===== config.mk =====
export PLATFORM = sky130hd
export DESIGN_NAME = madd_pipeline
export DESIGN_NICKNAME = d
export VERILOG_FILES = /design/src/logic/madd_pkg.sv /design/src/logic/madd_stage_register.sv /design/src/logic/madd_multiply.sv /design/src/logic/madd_round_shift.sv /design/src/logic/madd_accumulate.sv /design/src/logic/madd_saturate.sv /design/src/logic/madd_pipeline.sv
export VERILOG_INCLUDE_DIRS = /design/src /design/src/logic
export SDC_FILE = /design/constraint.sdc
export NUM_CORES = 1
export LEC_CHECK = 0
export BUFFER_PORTS_ARGS = -buffer_cell sky130_fd_sc_hd__buf_2
export CELL_PAD_IN_SITES_DETAIL_PLACEMENT = 0
export CELL_PAD_IN_SITES_GLOBAL_PLACEMENT = 1
export CORE_AREA = 2 2 263 265
export CTS_BUF_LIST = sky130_fd_sc_hd__clkbuf_4
export DETAILED_ROUTE_END_ITERATION = 7
export DIE_AREA = 0 0 265 267
export PLACE_DENSITY_LB_ADDON = 0.25
export SLEW_MARGIN = 15
export SYNTH_ARGS = -nofsm -noshare
export SYNTH_HDL_FRONTEND = slang
export SYNTH_HIERARCHICAL = 1
export SYNTH_SLANG_ARGS = --single-unit

===== constraint.sdc =====
create_clock -name clk -period 9.4 [get_ports clk]
set_input_delay 1.88 -clock clk [delete_from_list [all_inputs] [get_ports clk]]
set_output_delay 1.88 -clock clk [all_outputs]
set_load 0.1 [all_outputs]

===== src/logic/madd_settings.svh =====
`ifndef MADD_SETTINGS_SVH
`define MADD_SETTINGS_SVH

// Operand width of a, b and c.
`define MADD_DATA_WIDTH 16

// Product, sum and result width.
`define MADD_FULL_WIDTH 40

// Right-shift amount, 0 to 15.
`define MADD_SHIFT_WIDTH 4

// Destination tag that travels with each item.
`define MADD_DEST_WIDTH 4

// Signed range that saturation clamps to.
`define MADD_SAT_WIDTH 32

`endif


===== src/logic/madd_pkg.sv =====
`include "madd_settings.svh"

package madd_pkg;

	typedef logic signed [`MADD_DATA_WIDTH-1:0] operand_t;
	typedef logic signed [`MADD_FULL_WIDTH-1:0] wide_t;
	typedef logic [`MADD_SHIFT_WIDTH-1:0] shift_t;
	typedef logic [`MADD_DEST_WIDTH-1:0] dest_t;

	typedef struct packed {
		wide_t    product;
		operand_t arg_c;
		shift_t   shift;
		logic     shift_disable;
		logic     signedness;
		logic     saturate_disable;
		dest_t    dest;
	} product_stage_t;

	// Product after the coarse shift, rounding still pending.
	typedef struct packed {
		wide_t    product;
		operand_t arg_c;
		shift_t   shift;
		logic     shift_disable;
		logic     signedness;
		logic     saturate_disable;
		logic     rounding_bit;
		dest_t    dest;
	} shifted_stage_t;

	typedef struct packed {
		wide_t    product;
		operand_t arg_c;
		logic     signedness;
		logic     saturate_disable;
		dest_t    dest;
	} sum_stage_t;

	typedef struct packed {
		wide_t sum;
		logic  saturate_disable;
		dest_t dest;
	} add_stage_t;

	typedef struct packed {
		wide_t result;
		dest_t dest;
	} result_stage_t;

endpackage


===== src/logic/madd_stage_register.sv =====
`timescale 1ns/10ps

module madd_stage_register #(
	parameter type payload_t = logic
) (
	input  logic     clk,
	input  logic     reset,
	input  logic     in_valid,
	output logic     in_ready,
	input  payload_t in_data,
	output logic     out_valid,
	input  logic     out_ready,
	output payload_t out_data
);

	logic take_in;
	logic take_out;

	// Room when empty, or when the held item leaves this cycle.
	assign in_ready = !out_valid || out_ready;
	assign take_in = in_valid && in_ready;
	assign take_out = out_valid && out_ready;

	always_ff @(posedge clk) begin
		if (reset) begin
			out_valid <= 1'b0;
		end else if (take_in) begin
			out_valid <= 1'b1;
		end else if (take_out) begin
			out_valid <= 1'b0;
		end
	end

	always_ff @(posedge clk) begin
		if (take_in) begin
			out_data <= in_data;
		end
	end

	reset_clears_valid: assert property (@(posedge clk) reset |=> !out_valid);

	// A stalled item must be held unchanged until the consumer takes it.
	held_item_stable: assert property (@(posedge clk) disable iff (reset)
		out_valid && !out_ready |=> out_valid && $stable(out_data));

endmodule


===== src/logic/madd_multiply.sv =====
`timescale 1ns/10ps

module madd_multiply (
	input  logic                     clk,
	input  logic                     reset,
	input  logic                     in_valid,
	output logic                     in_ready,
	input  madd_pkg::operand_t       arg_a,
	input  madd_pkg::operand_t       arg_b,
	input  madd_pkg::operand_t       arg_c,
	input  madd_pkg::shift_t         shift,
	input  logic                     shift_disable,
	input  logic                     signedness,
	input  logic                     saturate_disable,
	input  madd_pkg::dest_t          dest,
	output logic                     out_valid,
	input  logic                     out_ready,
	output madd_pkg::product_stage_t out_data
);

	madd_pkg::wide_t signed_product;
	madd_pkg::wide_t unsigned_product;
	madd_pkg::product_stage_t product_next;

	// Both operands are widened to 40 bits before the multiply.
	assign signed_product = arg_a * arg_b;
	assign unsigned_product = $unsigned(arg_a) * $unsigned(arg_b);

	always_comb begin
		product_next.product = signedness ? signed_product : unsigned_product;
		product_next.arg_c = arg_c;
		product_next.shift = shift;
		product_next.shift_disable = shift_disable;
		product_next.signedness = signedness;
		product_next.saturate_disable = saturate_disable;
		product_next.dest = dest;
	end

	madd_stage_register #(
		.payload_t(madd_pkg::product_stage_t)
	) product_reg (
		.clk(clk),
		.reset(reset),
		.in_valid(in_valid),
		.in_ready(in_ready),
		.in_data(product_next),
		.out_valid(out_valid),
		.out_ready(out_ready),
		.out_data(out_data)
	);

endmodule


===== src/logic/madd_round_shift.sv =====
`timescale 1ns/10ps

module madd_round_shift (
	input  logic                     clk,
	input  logic                     reset,
	input  logic                     in_valid,
	output logic                     in_ready,
	input  madd_pkg::product_stage_t in_data,
	output logic                     out_valid,
	input  logic                     out_ready,
	output madd_pkg::sum_stage_t     out_data
);

	madd_pkg::wide_t product_in;
	madd_pkg::wide_t coarse_8;
	madd_pkg::wide_t coarse_4;
	madd_pkg::shift_t round_index;
	madd_pkg::shifted_stage_t shifted_next;

	logic shifted_valid;
	logic shifted_ready;
	madd_pkg::shifted_stage_t shifted_data;

	madd_pkg::wide_t shifted_product;
	madd_pkg::wide_t fine_2;
	madd_pkg::wide_t fine_1;
	madd_pkg::sum_stage_t sum_next;

	assign product_in = in_data.product;

	// Coarse stage handles shift bits 3 and 2.
	assign coarse_8 = in_data.shift[3] ? (product_in >>> 8) : product_in;
	assign coarse_4 = in_data.shift[2] ? (coarse_8 >>> 4) : coarse_8;

	// Last bit shifted out; wraps to 15 for a zero shift, which is masked below.
	assign round_index = in_data.shift - 1'b1;

	always_comb begin
		shifted_next.product = in_data.shift_disable ? product_in : coarse_4;
		shifted_next.arg_c = in_data.arg_c;
		shifted_next.shift = in_data.shift;
		shifted_next.shift_disable = in_data.shift_disable;
		shifted_next.signedness = in_data.signedness;
		shifted_next.saturate_disable = in_data.saturate_disable;
		shifted_next.rounding_bit = product_in[round_index] && (in_data.shift != '0)
			&& !in_data.shift_disable;
		shifted_next.dest = in_data.dest;
	end

	madd_stage_register #(
		.payload_t(madd_pkg::shifted_stage_t)
	) coarse_reg (
		.clk(clk),
		.reset(reset),
		.in_valid(in_valid),
		.in_ready(in_ready),
		.in_data(shifted_next),
		.out_valid(shifted_valid),
		.out_ready(shifted_ready),
		.out_data(shifted_data)
	);

	assign shifted_product = shifted_data.product;

	// Fine stage handles shift bits 1 and 0, then rounds half up.
	assign fine_2 = shifted_data.shift[1] ? (shifted_product >>> 2) : shifted_product;
	assign fine_1 = shifted_data.shift[0] ? (fine_2 >>> 1) : fine_2;

	always_comb begin
		if (shifted_data.shift_disable) begin
			sum_next.product = shifted_product;
		end else begin
			sum_next.product = fine_1 + shifted_data.rounding_bit;
		end
		sum_next.arg_c = shifted_data.arg_c;
		sum_next.signedness = shifted_data.signedness;
		sum_next.saturate_disable = shifted_data.saturate_disable;
		sum_next.dest = shifted_data.dest;
	end

	madd_stage_register #(
		.payload_t(madd_pkg::sum_stage_t)
	) fine_reg (
		.clk(clk),
		.reset(reset),
		.in_valid(shifted_valid),
		.in_ready(shifted_ready),
		.in_data(sum_next),
		.out_valid(out_valid),
		.out_ready(out_ready),
		.out_data(out_data)
	);

endmodule


===== src/logic/madd_accumulate.sv =====
`timescale 1ns/10ps

`include "madd_settings.svh"

module madd_accumulate (
	input  logic                 clk,
	input  logic                 reset,
	input  logic                 in_valid,
	output logic                 in_ready,
	input  madd_pkg::sum_stage_t in_data,
	output logic                 out_valid,
	input  logic                 out_ready,
	output madd_pkg::add_stage_t out_data
);

	logic c_fill;
	madd_pkg::wide_t c_wide;
	madd_pkg::add_stage_t add_next;

	// Sign bit of c only counts for signed operation.
	assign c_fill = in_data.signedness && in_data.arg_c[`MADD_DATA_WIDTH-1];
	assign c_wide = {{(`MADD_FULL_WIDTH - `MADD_DATA_WIDTH){c_fill}}, in_data.arg_c};

	always_comb begin
		add_next.sum = in_data.product + c_wide;
		add_next.saturate_disable = in_data.saturate_disable;
		add_next.dest = in_data.dest;
	end

	madd_stage_register #(
		.payload_t(madd_pkg::add_stage_t)
	) add_reg (
		.clk(clk),
		.reset(reset),
		.in_valid(in_valid),
		.in_ready(in_ready),
		.in_data(add_next),
		.out_valid(out_valid),
		.out_ready(out_ready),
		.out_data(out_data)
	);

endmodule


===== src/logic/madd_saturate.sv =====
`timescale 1ns/10ps

`include "madd_settings.svh"

module madd_saturate (
	input  logic                 clk,
	input  logic                 reset,
	input  logic                 in_valid,
	output logic                 in_ready,
	input  madd_pkg::add_stage_t in_data,
	output logic                 out_valid,
	input  logic                 out_ready,
	output madd_pkg::wide_t      result,
	output madd_pkg::dest_t      dest_out
);

	// Limits of the 32-bit signed range, held at full width.
	localparam madd_pkg::wide_t sat_max =
		{{(`MADD_FULL_WIDTH - `MADD_SAT_WIDTH + 1){1'b0}}, {(`MADD_SAT_WIDTH - 1){1'b1}}};
	localparam madd_pkg::wide_t sat_min =
		{{(`MADD_FULL_WIDTH - `MADD_SAT_WIDTH + 1){1'b1}}, {(`MADD_SAT_WIDTH - 1){1'b0}}};

	madd_pkg::wide_t sum_in;
	madd_pkg::wide_t clamped;
	madd_pkg::result_stage_t result_next;
	madd_pkg::result_stage_t result_data;

	assign sum_in = in_data.sum;

	always_comb begin
		if (sum_in > sat_max) begin
			clamped = sat_max;
		end else if (sum_in < sat_min) begin
			clamped = sat_min;
		end else begin
			clamped = sum_in;
		end
		result_next.result = in_data.saturate_disable ? sum_in : clamped;
		result_next.dest = in_data.dest;
	end

	madd_stage_register #(
		.payload_t(madd_pkg::result_stage_t)
	) result_reg (
		.clk(clk),
		.reset(reset),
		.in_valid(in_valid),
		.in_ready(in_ready),
		.in_data(result_next),
		.out_valid(out_valid),
		.out_ready(out_ready),
		.out_data(result_data)
	);

	assign result = result_data.result;
	assign dest_out = result_data.dest;

	result_in_range: assert property (@(posedge clk) disable iff (reset)
		in_valid && in_ready && !in_data.saturate_disable
		|=> result >= sat_min && result <= sat_max);

endmodule


===== src/logic/madd_pipeline.sv =====
`timescale 1ns/10ps

module madd_pipeline (
	input  logic               clk,
	input  logic               reset,
	input  logic               in_valid,
	output logic               in_ready,
	input  madd_pkg::operand_t arg_a,
	input  madd_pkg::operand_t arg_b,
	input  madd_pkg::operand_t arg_c,
	input  madd_pkg::shift_t   shift,
	input  logic               shift_disable,
	input  logic               signedness,
	input  logic               saturate_disable,
	input  madd_pkg::dest_t    dest,
	output logic               out_valid,
	input  logic               out_ready,
	output madd_pkg::wide_t    result,
	output madd_pkg::dest_t    dest_out
);

	logic product_valid;
	logic product_ready;
	madd_pkg::product_stage_t product_data;

	logic sum_valid;
	logic sum_ready;
	madd_pkg::sum_stage_t sum_data;

	logic add_valid;
	logic add_ready;
	madd_pkg::add_stage_t add_data;

	madd_multiply multiply_i (
		.clk(clk),
		.reset(reset),
		.in_valid(in_valid),
		.in_ready(in_ready),
		.arg_a(arg_a),
		.arg_b(arg_b),
		.arg_c(arg_c),
		.shift(shift),
		.shift_disable(shift_disable),
		.signedness(signedness),
		.saturate_disable(saturate_disable),
		.dest(dest),
		.out_valid(product_valid),
		.out_ready(product_ready),
		.out_data(product_data)
	);

	// Two register stages inside.
	madd_round_shift round_shift_i (
		.clk(clk),
		.reset(reset),
		.in_valid(product_valid),
		.in_ready(product_ready),
		.in_data(product_data),
		.out_valid(sum_valid),
		.out_ready(sum_ready),
		.out_data(sum_data)
	);

	madd_accumulate accumulate_i (
		.clk(clk),
		.reset(reset),
		.in_valid(sum_valid),
		.in_ready(sum_ready),
		.in_data(sum_data),
		.out_valid(add_valid),
		.out_ready(add_ready),
		.out_data(add_data)
	);

	madd_saturate saturate_i (
		.clk(clk),
		.reset(reset),
		.in_valid(add_valid),
		.in_ready(add_ready),
		.in_data(add_data),
		.out_valid(out_valid),
		.out_ready(out_ready),
		.result(result),
		.dest_out(dest_out)
	);

endmodule


==> run metrics, run 1 <==
area of the multi-input gates=19100 µm²; Worst setup endpoint=multiply_i/product_reg/out_data[58]; Sequential cell area=around 8600 µm²; fin crit period=8.12 ns; Worst Clk Skew=0.0831 ns; fin. max-slew vios=0; Die Y=267 µm; startpoint class of the critical path=input port; Max clock buf depth=3; row count=96; post-cts resize count=0; Mapped Nets=3484; status=finished clean; crit-path leading delay family=adder cells; Post-Syn Area=30200 µm²; Post-Syn Area per Cell=10.5 µm²; total die area=between 70000 and 80000 µm²; CP bufs+invs=6; initial core utilization=0.444; vias per inst=between 5 and 6; clock root cell=clkbuf_4; GRT Residual Overflow=0; Critical Path Sink Type=register; area of the core=68000 µm²; port buffer count=108; CTS tree=done; worst reg-to-reg setup slack=between 6 and 7 ns; largest net degree at the start of global routing=68; routability cong.=0.886; Initial DRC Count=between 900 and 1k; vias in the first global route=21.5k; worst r2r path cells=10; clock tree sinks=289; post-DP HPWL=56300 µm; Min-Delay Path Class=reg -> reg; final wirelength=between 60000 and 70000 µm; post-route clock period utilization=0.863; Slew HR=0.387; Nets=3560; Area Overhead vs Synth=6.96%; Post-Synthesis Cells=2882; RSZ-0062 raised after global routing=no; CP peak stage delay=0.57 ns; initial antenna violation count=2; DR DRC count=0; crit path cell chain=buf_2 -> inv_1 -> nor2_1 -> fa_1 -> inv_1 -> fa_1 -> fa_1 -> inv_1 -> fa_1 -> fa_1 -> inv_1 -> fa_1 -> inv_1 -> ha_1 -> a21oi_1 -> o21a_1 -> o21ai_0 -> a311o_1 -> a31o_1 -> a21oi_1 -> o21ai_2 -> or3_1; hold wc startpoint=multiply_i/product_reg/out_data[14]; via count=20.1k; crit path launch=arg_b[15]; Crit path required time=around 9.9 ns; H-Tree Depth=3; TNS Setup=0 ns; final setup margin=approximately 1.3 ns; Post-CTS Hold Buffers=0; # setup viols final=0; Reg-to-Reg Start=round_shift_i/coarse_reg/out_data[8]; Post-CTS Setup Bufs=0; critical path arrival=8.59 ns; Filler Cells Inserted=between 6k and 7k; f_max=0.123 GHz; r2r endpoint=round_shift_i/fine_reg/out_data[60]; I/O pin count=roughly 110; Ys Warns=6; kind of critical path=in -> reg; Critical Path Slowest Stage Cell=fa_1; ANT nets after route=0; Max Cap Violations=0; DRT Pass-1 Iters=5; final hold violation count=0; Post-Place Setup Slack=0.497 ns; global-route usage over all layers=0.199; Die X=265 µm; most frequent cell on the critical path=fa_1; later-pin clock latency in the skew report=0.75 ns; Stages on worst setup path=22; wire per inst=17.4 µm; cts bufs inserted=70; share of cells above drive strength 1=0.120; CP max FO=18; actual slew at the worst max-slew pin=0.919 ns; clk slew on worst S/H paths=0.07 ns; first-pass GRT wire length=113000 µm
-- layer usage --
metal | GRT usage | vias up | routed length, µm
met5 | 0 | - | 0
met4 | 0.0591 | 0 | 1630
met3 | 0.0212 | 106 | 2010
met2 | 0.354 | 394 | 33800
met1 | 0.256 | 9826 | 30300
li1 | - | 9735 | -
-- how the worst min path moves through the flow --
stage,end,slack [ns],depth (start not counted)
after floorplan,accumulate_i/add_reg/out_data[0],0.40,0
final,round_shift_i/coarse_reg/out_data[15],0.40,0
after global routing,round_shift_i/coarse_reg/out_data[16],0.40,0
after CTS,saturate_i/result_reg/out_data[0],0.40,0
after detailed placement,round_shift_i/coarse_reg/out_data[0],0.40,0
after global placement,accumulate_i/add_reg/out_data[1],0.40,0
-- through the flow --
| step | util | hold slack, ns | std cells | instance area, µm² |
|---|---|---|---|---|
| after floorplan | - | 0.400 | 2882 | 30200 |
| after global placement | 0.462 | 0.404 | 3768 | 31400 |
| after detailed placement | 0.462 | 0.405 | 3768 | 31400 |
| after CTS | 0.475 | 0.405 | 3892 | 32300 |
| after global routing | 0.475 | 0.404 | 3894 | 32300 |
| final | 0.475 | 0.404 | 3894 | 32300 |
-- state kept, by name (all words and copies together) (netlist names) --
register                            cells
round_shift_i/fine_reg/out_data        62
round_shift_i/coarse_reg/out_valid      1
multiply_i/product_reg/out_data        67
round_shift_i/fine_reg/out_valid        1
accumulate_i/add_reg/out_data          45
saturate_i/result_reg/out_valid         1
accumulate_i/add_reg/out_valid          1
round_shift_i/coarse_reg/out_data      66
saturate_i/result_reg/out_data         44
multiply_i/product_reg/out_valid        1
-- area by class of cell --
class / instances / share of cell area
clock buffers: 98 / 0.0228
repair buffers: 125 / 0.0207
flip-flops and latches: 289 / 0.267
inverters: 512 / 0.0595
diodes: 2 / 0.000155
clock inverters: 26 / 0.00504
well taps: 882 / 0.0342
multi-input cells: 1960 / 0.590
-- cells in the final DEF (no fill, tap or decap), types with 19 or more instances in the layout --
cell and n:
inv_1 511, fa_1 367, nand2_1 328, edfxtp_1 284
ha_1 172, and2_1 135, buf_2 108, clkbuf_4 98
a21oi_1 92, nor2_1 90, o21ai_0 76, xnor2_1 73
mux2i_1 70, xor2_1 63, nor3_1 38, o21ai_1 35
nand3_1 34, mux4_2 34, mux2_2 33, nand4_1 29
a21o_1 22, o21a_1 19
Power of run 1 is not shown: default switching activity piles up to over one toggle a cycle in this logic, so the estimate is an artifact.
==> inputs of run 2 (changes only) <==
==> constraint.sdc (replaced) <==
create_clock -name clk -period 10.31 [get_ports clk]
set_input_delay 1.5465 -clock clk [delete_from_list [all_inputs] [get_ports clk]]
set_output_delay 1.5465 -clock clk [all_outputs]
set_load 0.1 [all_outputs]
==> run 2 against run 1 <==
Non-clock buffer count shrank 3. Sequential share of layout area shrank 0.083 points. Global-route usage grew 0.19 points. Critical path depth is the same. Clock skew shrank 0.018 ns. Clock-buffer cell count grew 4. Register-to-register slack gained 0.89 ns. Final cell count grew 0.26%. Via count grew 1.0%. Worst hold slack lost 0.0058 ns. Cell area grew 0.31%.
==> run metrics, run 2 (same netlist as run 1, synthesis figures left out) <==
initial core utilization=0.444 (unchanged); Nets=3560 (unchanged); Post-Place Setup Slack=1.82 ns (was 0.497 ns); first-pass GRT wire length=114000 µm (was 113000 µm); Area Overhead vs Synth=7.29% (was 6.96%); CP peak stage delay=0.55 ns (was 0.57 ns); row count=96 (unchanged); routed wl met2=34100 µm (was 33800 µm); Slew HR=0.372 (was 0.387); later-pin clock latency in the skew report=0.77 ns (was 0.75 ns); CTS tree=done (unchanged); DRT Pass-1 Iters=5 (unchanged); Filler Cells Inserted=6454 (was 6364); fin. max-slew vios=0 (unchanged); total die area=70800 µm² (unchanged); Post-CTS Hold Buffers=0 (unchanged); Largest register FFs=67 (unchanged); Crit path required time=10.79 ns (was 9.87 ns); Max Cap Violations=0 (unchanged); clock tree sinks=289 (unchanged); critical path arrival=8.17 ns (was 8.59 ns); Die Y=267 µm (unchanged); vias per inst=5.19 (was 5.15); commonest non-fill, non-tap cells in the layout=inv_1 (511), fa_1 (367), nand2_1 (328), edfxtp_1 (284), ha_1 (172) (unchanged); clk slew on worst S/H paths=0.06 ns (was 0.07 ns); post-DP HPWL=56700 µm (was 56300 µm); f_max=0.130 GHz; via count=20.3k (was 20.1k); post-cts resize count=0 (unchanged); Post-CTS Setup Bufs=0 (unchanged); worst reg-to-reg setup slack=6.95 ns (was 6.06 ns); RSZ-0062 raised after global routing=no (unchanged); initial antenna violation count=2 (unchanged); status=finished clean (unchanged); CP bufs+invs=6 (unchanged); final wirelength=68500 µm (was 67800 µm); CP max FO=18 (unchanged); I/O pin count=109 (unchanged); commonest non-fill, non-tap cell in the layout=inv_1 (unchanged); startpoint class of the critical path=input port (unchanged); actual slew at the worst max-slew pin=0.934 ns (was 0.919 ns); wl on met1=30700 µm (was 30300 µm); final hold violation count=0 (unchanged); Finished Layout Cells=3904 (was 3894); DR DRC count=0 (unchanged); H-Tree Depth=3 (unchanged); share of cells above drive strength 1=0.120 (about the same); highest metal used=met4 (unchanged); ANT nets after route=0 (unchanged); GRT Residual Overflow=0 (unchanged); most frequent cell on the critical path=fa_1 (unchanged); area of the core=68000 µm² (unchanged); clock root cell=clkbuf_4 (unchanged); crit-path leading delay family=adder cells (unchanged); placed insts=3765 (was 3768); final setup margin=2.62 ns (was 1.28 ns); kind of critical path=in -> reg (unchanged); routability cong.=0.874 (was 0.886); Min-Delay Path Class=reg -> reg (unchanged); Max clock buf depth=3 (unchanged); post-route clock period utilization=0.746; vias in the first global route=21.9k (was 21.5k); largest net degree at the start of global routing=68 (unchanged); wire per inst=17.6 µm (was 17.4 µm); wire length on met3=1980 µm (was 2010 µm); Die X=265 µm (unchanged); cts bufs inserted=73 (was 70); largest registers=multiply_i/product_reg/out_data x67, round_shift_i/coarse_reg/out_data x66, round_shift_i/fine_reg/out_data x62 (unchanged); Critical Path Slowest Stage Cell=fa_1 (unchanged); Largest Register=multiply_i/product_reg/out_data (unchanged); Critical Path Sink Type=register (unchanged); TNS Setup=0 ns (unchanged); Worst Clk Skew=0.0652 ns (was 0.0831 ns); Initial DRC Count=910 (was 901); # setup viols final=0 (unchanged); fin crit period=approximately 7.7 ns; port buffer count=108 (unchanged); post-layout util=0.476 (was 0.475); global-route usage over all layers=0.201 (was 0.199); crit path cell chain=buf_2 -> inv_1 -> nor2_1 -> fa_1 -> inv_1 -> fa_1 -> fa_1 -> inv_1 -> fa_1 -> fa_1 -> inv_1 -> fa_1 -> inv_1 -> ha_1 -> a21oi_1 -> o21a_1 -> o21ai_0 -> a311o_1 -> a31o_1 -> a21oi_1 -> o21ai_2 -> or3_1 (unchanged)
[run 2: routing by layer]
layer	GRT usage	vias to the layer above
li1	-	9752
met1	0.259	9963
met2	0.354	419
met3	0.0206	128
met4	0.0663	0
met5	0	-
[run 2: metrics by stage]
step,hold WS (ns),area [µm²]
floorplan,0.400,30200
global placement,0.403,31400
detailed placement,0.405,31400
CTS,0.400,32400
global route,0.401,32400
finish,0.398,32400
[run 2: path summary, 6_finish.rpt]
kind,start,end,cells after the start
max,arg_b[15],multiply_i/product_reg/out_data[58],22
min,multiply_i/product_reg/out_data[19],round_shift_i/coarse_reg/out_data[20],0
max reg2reg,round_shift_i/coarse_reg/out_data[8],round_shift_i/fine_reg/out_data[60],10
min reg2reg,multiply_i/product_reg/out_data[19],round_shift_i/coarse_reg/out_data[20],0
[run 2: cell type report]
cell class | count | area [µm²] | share of cell area
Multi-Input combinational cell | 1960 | 19100 | 0.589
Clock buffer | 102 | 766 | 0.0236
Antenna cell | 3 | 7.51 | 0.000232
Inverter | 512 | 1920 | 0.0593
Timing Repair Buffer | 122 | 646 | 0.0199
Sequential cell | 289 | 8630 | 0.266
Clock inverter | 34 | 253 | 0.00780
Tap cell | 882 | 1100 | 0.0341
Power of run 2 is left out for the same reason.
==> inputs of run 3 (changes only) <==
==> constraint.sdc (replaced) <==
create_clock -name clk -period 7.7 [get_ports clk]
set_input_delay 1.155 -clock clk [delete_from_list [all_inputs] [get_ports clk]]
set_output_delay 1.155 -clock clk [all_outputs]
set_load 0.1 [all_outputs]
==> run 3 against run 2 <==
Wire length up 0.89%. Critical path depth is 2 lower. Via count grew 0.64%. Critical path type unchanged. First-iteration DRC count down 6.6%. Worst setup slack got worse by 1.8 ns. Core utilization rose by 0.16 points. Sequential share of layout area is 0.091 points lower. Clock skew grew 0.0061 ns. Final cell count grew 0.69%. Global-route usage fell by 0.11 points.
==> run metrics, run 3 (same netlist as run 1, synthesis figures left out) <==
Die X=265 µm (unchanged); H-Tree Depth=3 (unchanged); Slew HR=0.289 (was 0.372); ANT nets after route=0 (unchanged); startpoint class of the critical path=input port (unchanged); commonest non-fill, non-tap cells in the layout=inv_1 (511), fa_1 (367), nand2_1 (328), edfxtp_1 (284), ha_1 (172) (unchanged); Post-Place Setup Slack=-0.00204 ns (was 1.82 ns); final hold violation count=0 (unchanged); largest net degree at the start of global routing=67 (was 68); initial antenna violation count=1 (was 2); DRT Pass-1 Iters=7 (was 5); via count=20.4k (was 20.3k); Nets=3593 (was 3560); later-pin clock latency in the skew report=0.74 ns (was 0.77 ns); post-cts resize count=0 (unchanged); Die Y=267 µm (unchanged); fin crit period=6.93 ns; DR DRC count=0 (unchanged); vias per inst=5.19 (about the same); f_max=0.144 GHz; status=finished clean (unchanged); Worst Clk Skew=0.0713 ns (was 0.0652 ns); wire per inst=17.6 µm (about the same); largest registers=multiply_i/product_reg/out_data x67, round_shift_i/coarse_reg/out_data x66, round_shift_i/fine_reg/out_data x62 (unchanged); # setup viols final=0 (unchanged); Post-CTS Setup Bufs=0 (unchanged); final wirelength=69100 µm (was 68500 µm); share of cells above drive strength 1=0.126 (was 0.120); Largest register FFs=67 (unchanged); area of the core=68000 µm² (unchanged); fin. max-slew vios=0 (unchanged); Critical Path Sink Type=register (unchanged); Min-Delay Path Class=reg -> reg (unchanged); clock root cell=clkbuf_4 (unchanged); Post-CTS Hold Buffers=0 (unchanged); final setup margin=0.774 ns (was 2.62 ns); GRT Residual Overflow=0 (unchanged); instance area after placement=31600 µm² (was 31400 µm²); actual slew at the worst max-slew pin=1.06 ns (was 0.934 ns); clk slew on worst S/H paths=0.06 ns (about the same); Largest Register=multiply_i/product_reg/out_data (unchanged); CTS tree=done (unchanged); CP max FO=16 (was 18); Max Cap Violations=0 (unchanged); kind of critical path=in -> reg (unchanged); clock tree sinks=289 (unchanged); commonest non-fill, non-tap cell in the layout=inv_1 (unchanged); cts bufs inserted=73 (unchanged); Crit path required time=8.17 ns (was 10.79 ns); RSZ-0062 raised after global routing=no (unchanged); port buffer count=108 (unchanged); Area Overhead vs Synth=7.66% (was 7.29%); Max clock buf depth=3 (unchanged); Initial DRC Count=850 (was 910); I/O pin count=109 (unchanged); post-DP HPWL=57600 µm (was 56700 µm); critical path arrival=7.40 ns (was 8.17 ns); TNS Setup=0 ns (unchanged); first-pass GRT wire length=113000 µm (was 114000 µm); vias in the first global route=21.9k (about the same); global-route usage over all layers=0.200 (was 0.201); routability cong.=0.889 (was 0.874); design area=32500 µm² (was 32400 µm²); row count=96 (unchanged); total die area=70800 µm² (unchanged); post-route clock period utilization=0.900; initial core utilization=0.444 (unchanged)
run 3: cell count changes in the layout (fill, tap and decap cells not counted), sizes merged:
cell / change
clkbuf: -6
clkinvlp: -1
diode: -1
clkinv: +7
bufinv: -3
inv: -2
buf: +33
run 3: worst max-delay path, stage by stage:
cell,delay (ns)
buf_2,0.32
nand2_1,0.24
fa_1,0.69
inv_1,0.16
fa_1,0.57
fa_1,0.44
fa_1,0.53
fa_1,0.56
inv_1,0.06
fa_1,0.52
inv_1,0.04
ha_1,0.30
and4_1,0.23
a21boi_0,0.14
o21a_1,0.18
a311o_1,0.36
a31o_1,0.27
a21oi_1,0.17
o21ai_2,0.08
or3_1,0.38
run 3: metrics by stage:
stage,cells,utilization,hold WS (ns)
6_report,3931,0.478,0.400
5_1_grt,3930,0.478,0.397
4_1_cts,3929,0.478,0.393
3_5_place_dp,3798,0.465,0.405
3_3_place_gp,3798,0.465,0.404
2_1_floorplan,2882,-,0.400
run 3: path summary, 6_finish.rpt:
check | cells past startpoint | end | slack, ns | from
worst min register to register | 0 | round_shift_i/coarse_reg/out_data[19] | 0.40 | multiply_i/product_reg/out_data[18]
worst min-delay path | 0 | round_shift_i/coarse_reg/out_data[19] | 0.40 | multiply_i/product_reg/out_data[18]
worst max-delay path | 20 | multiply_i/product_reg/out_data[58] | 0.77 | arg_b[7]
worst max register to register | 7 | round_shift_i/fine_reg/out_data[61] | 3.63 | round_shift_i/coarse_reg/out_data[8]
run 3: cell type report:
type                            instances  area (µm²)
Tap cell                              882        1100
Clock inverter                         35         164
Antenna cell                            2        5.00
Sequential cell                       289        8630
Inverter                              512        1920
Timing Repair Buffer                  155         893
Clock buffer                           96         721
Fill cell                            6398       35500
Multi-Input combinational cell       1960       19100
run 3: layer usage:
metal | global-route usage | vias to the layer above | routed length (µm)
met2 | 0.365 | 416 | 35100
met4 | 0.0623 | 0 | 1740
met1 | 0.248 | 10100 | 30200
met5 | 0 | - | 0
met3 | 0.0213 | 110 | 2110
li1 | - | 9810 | -
Power of run 3 is left out for the same reason.
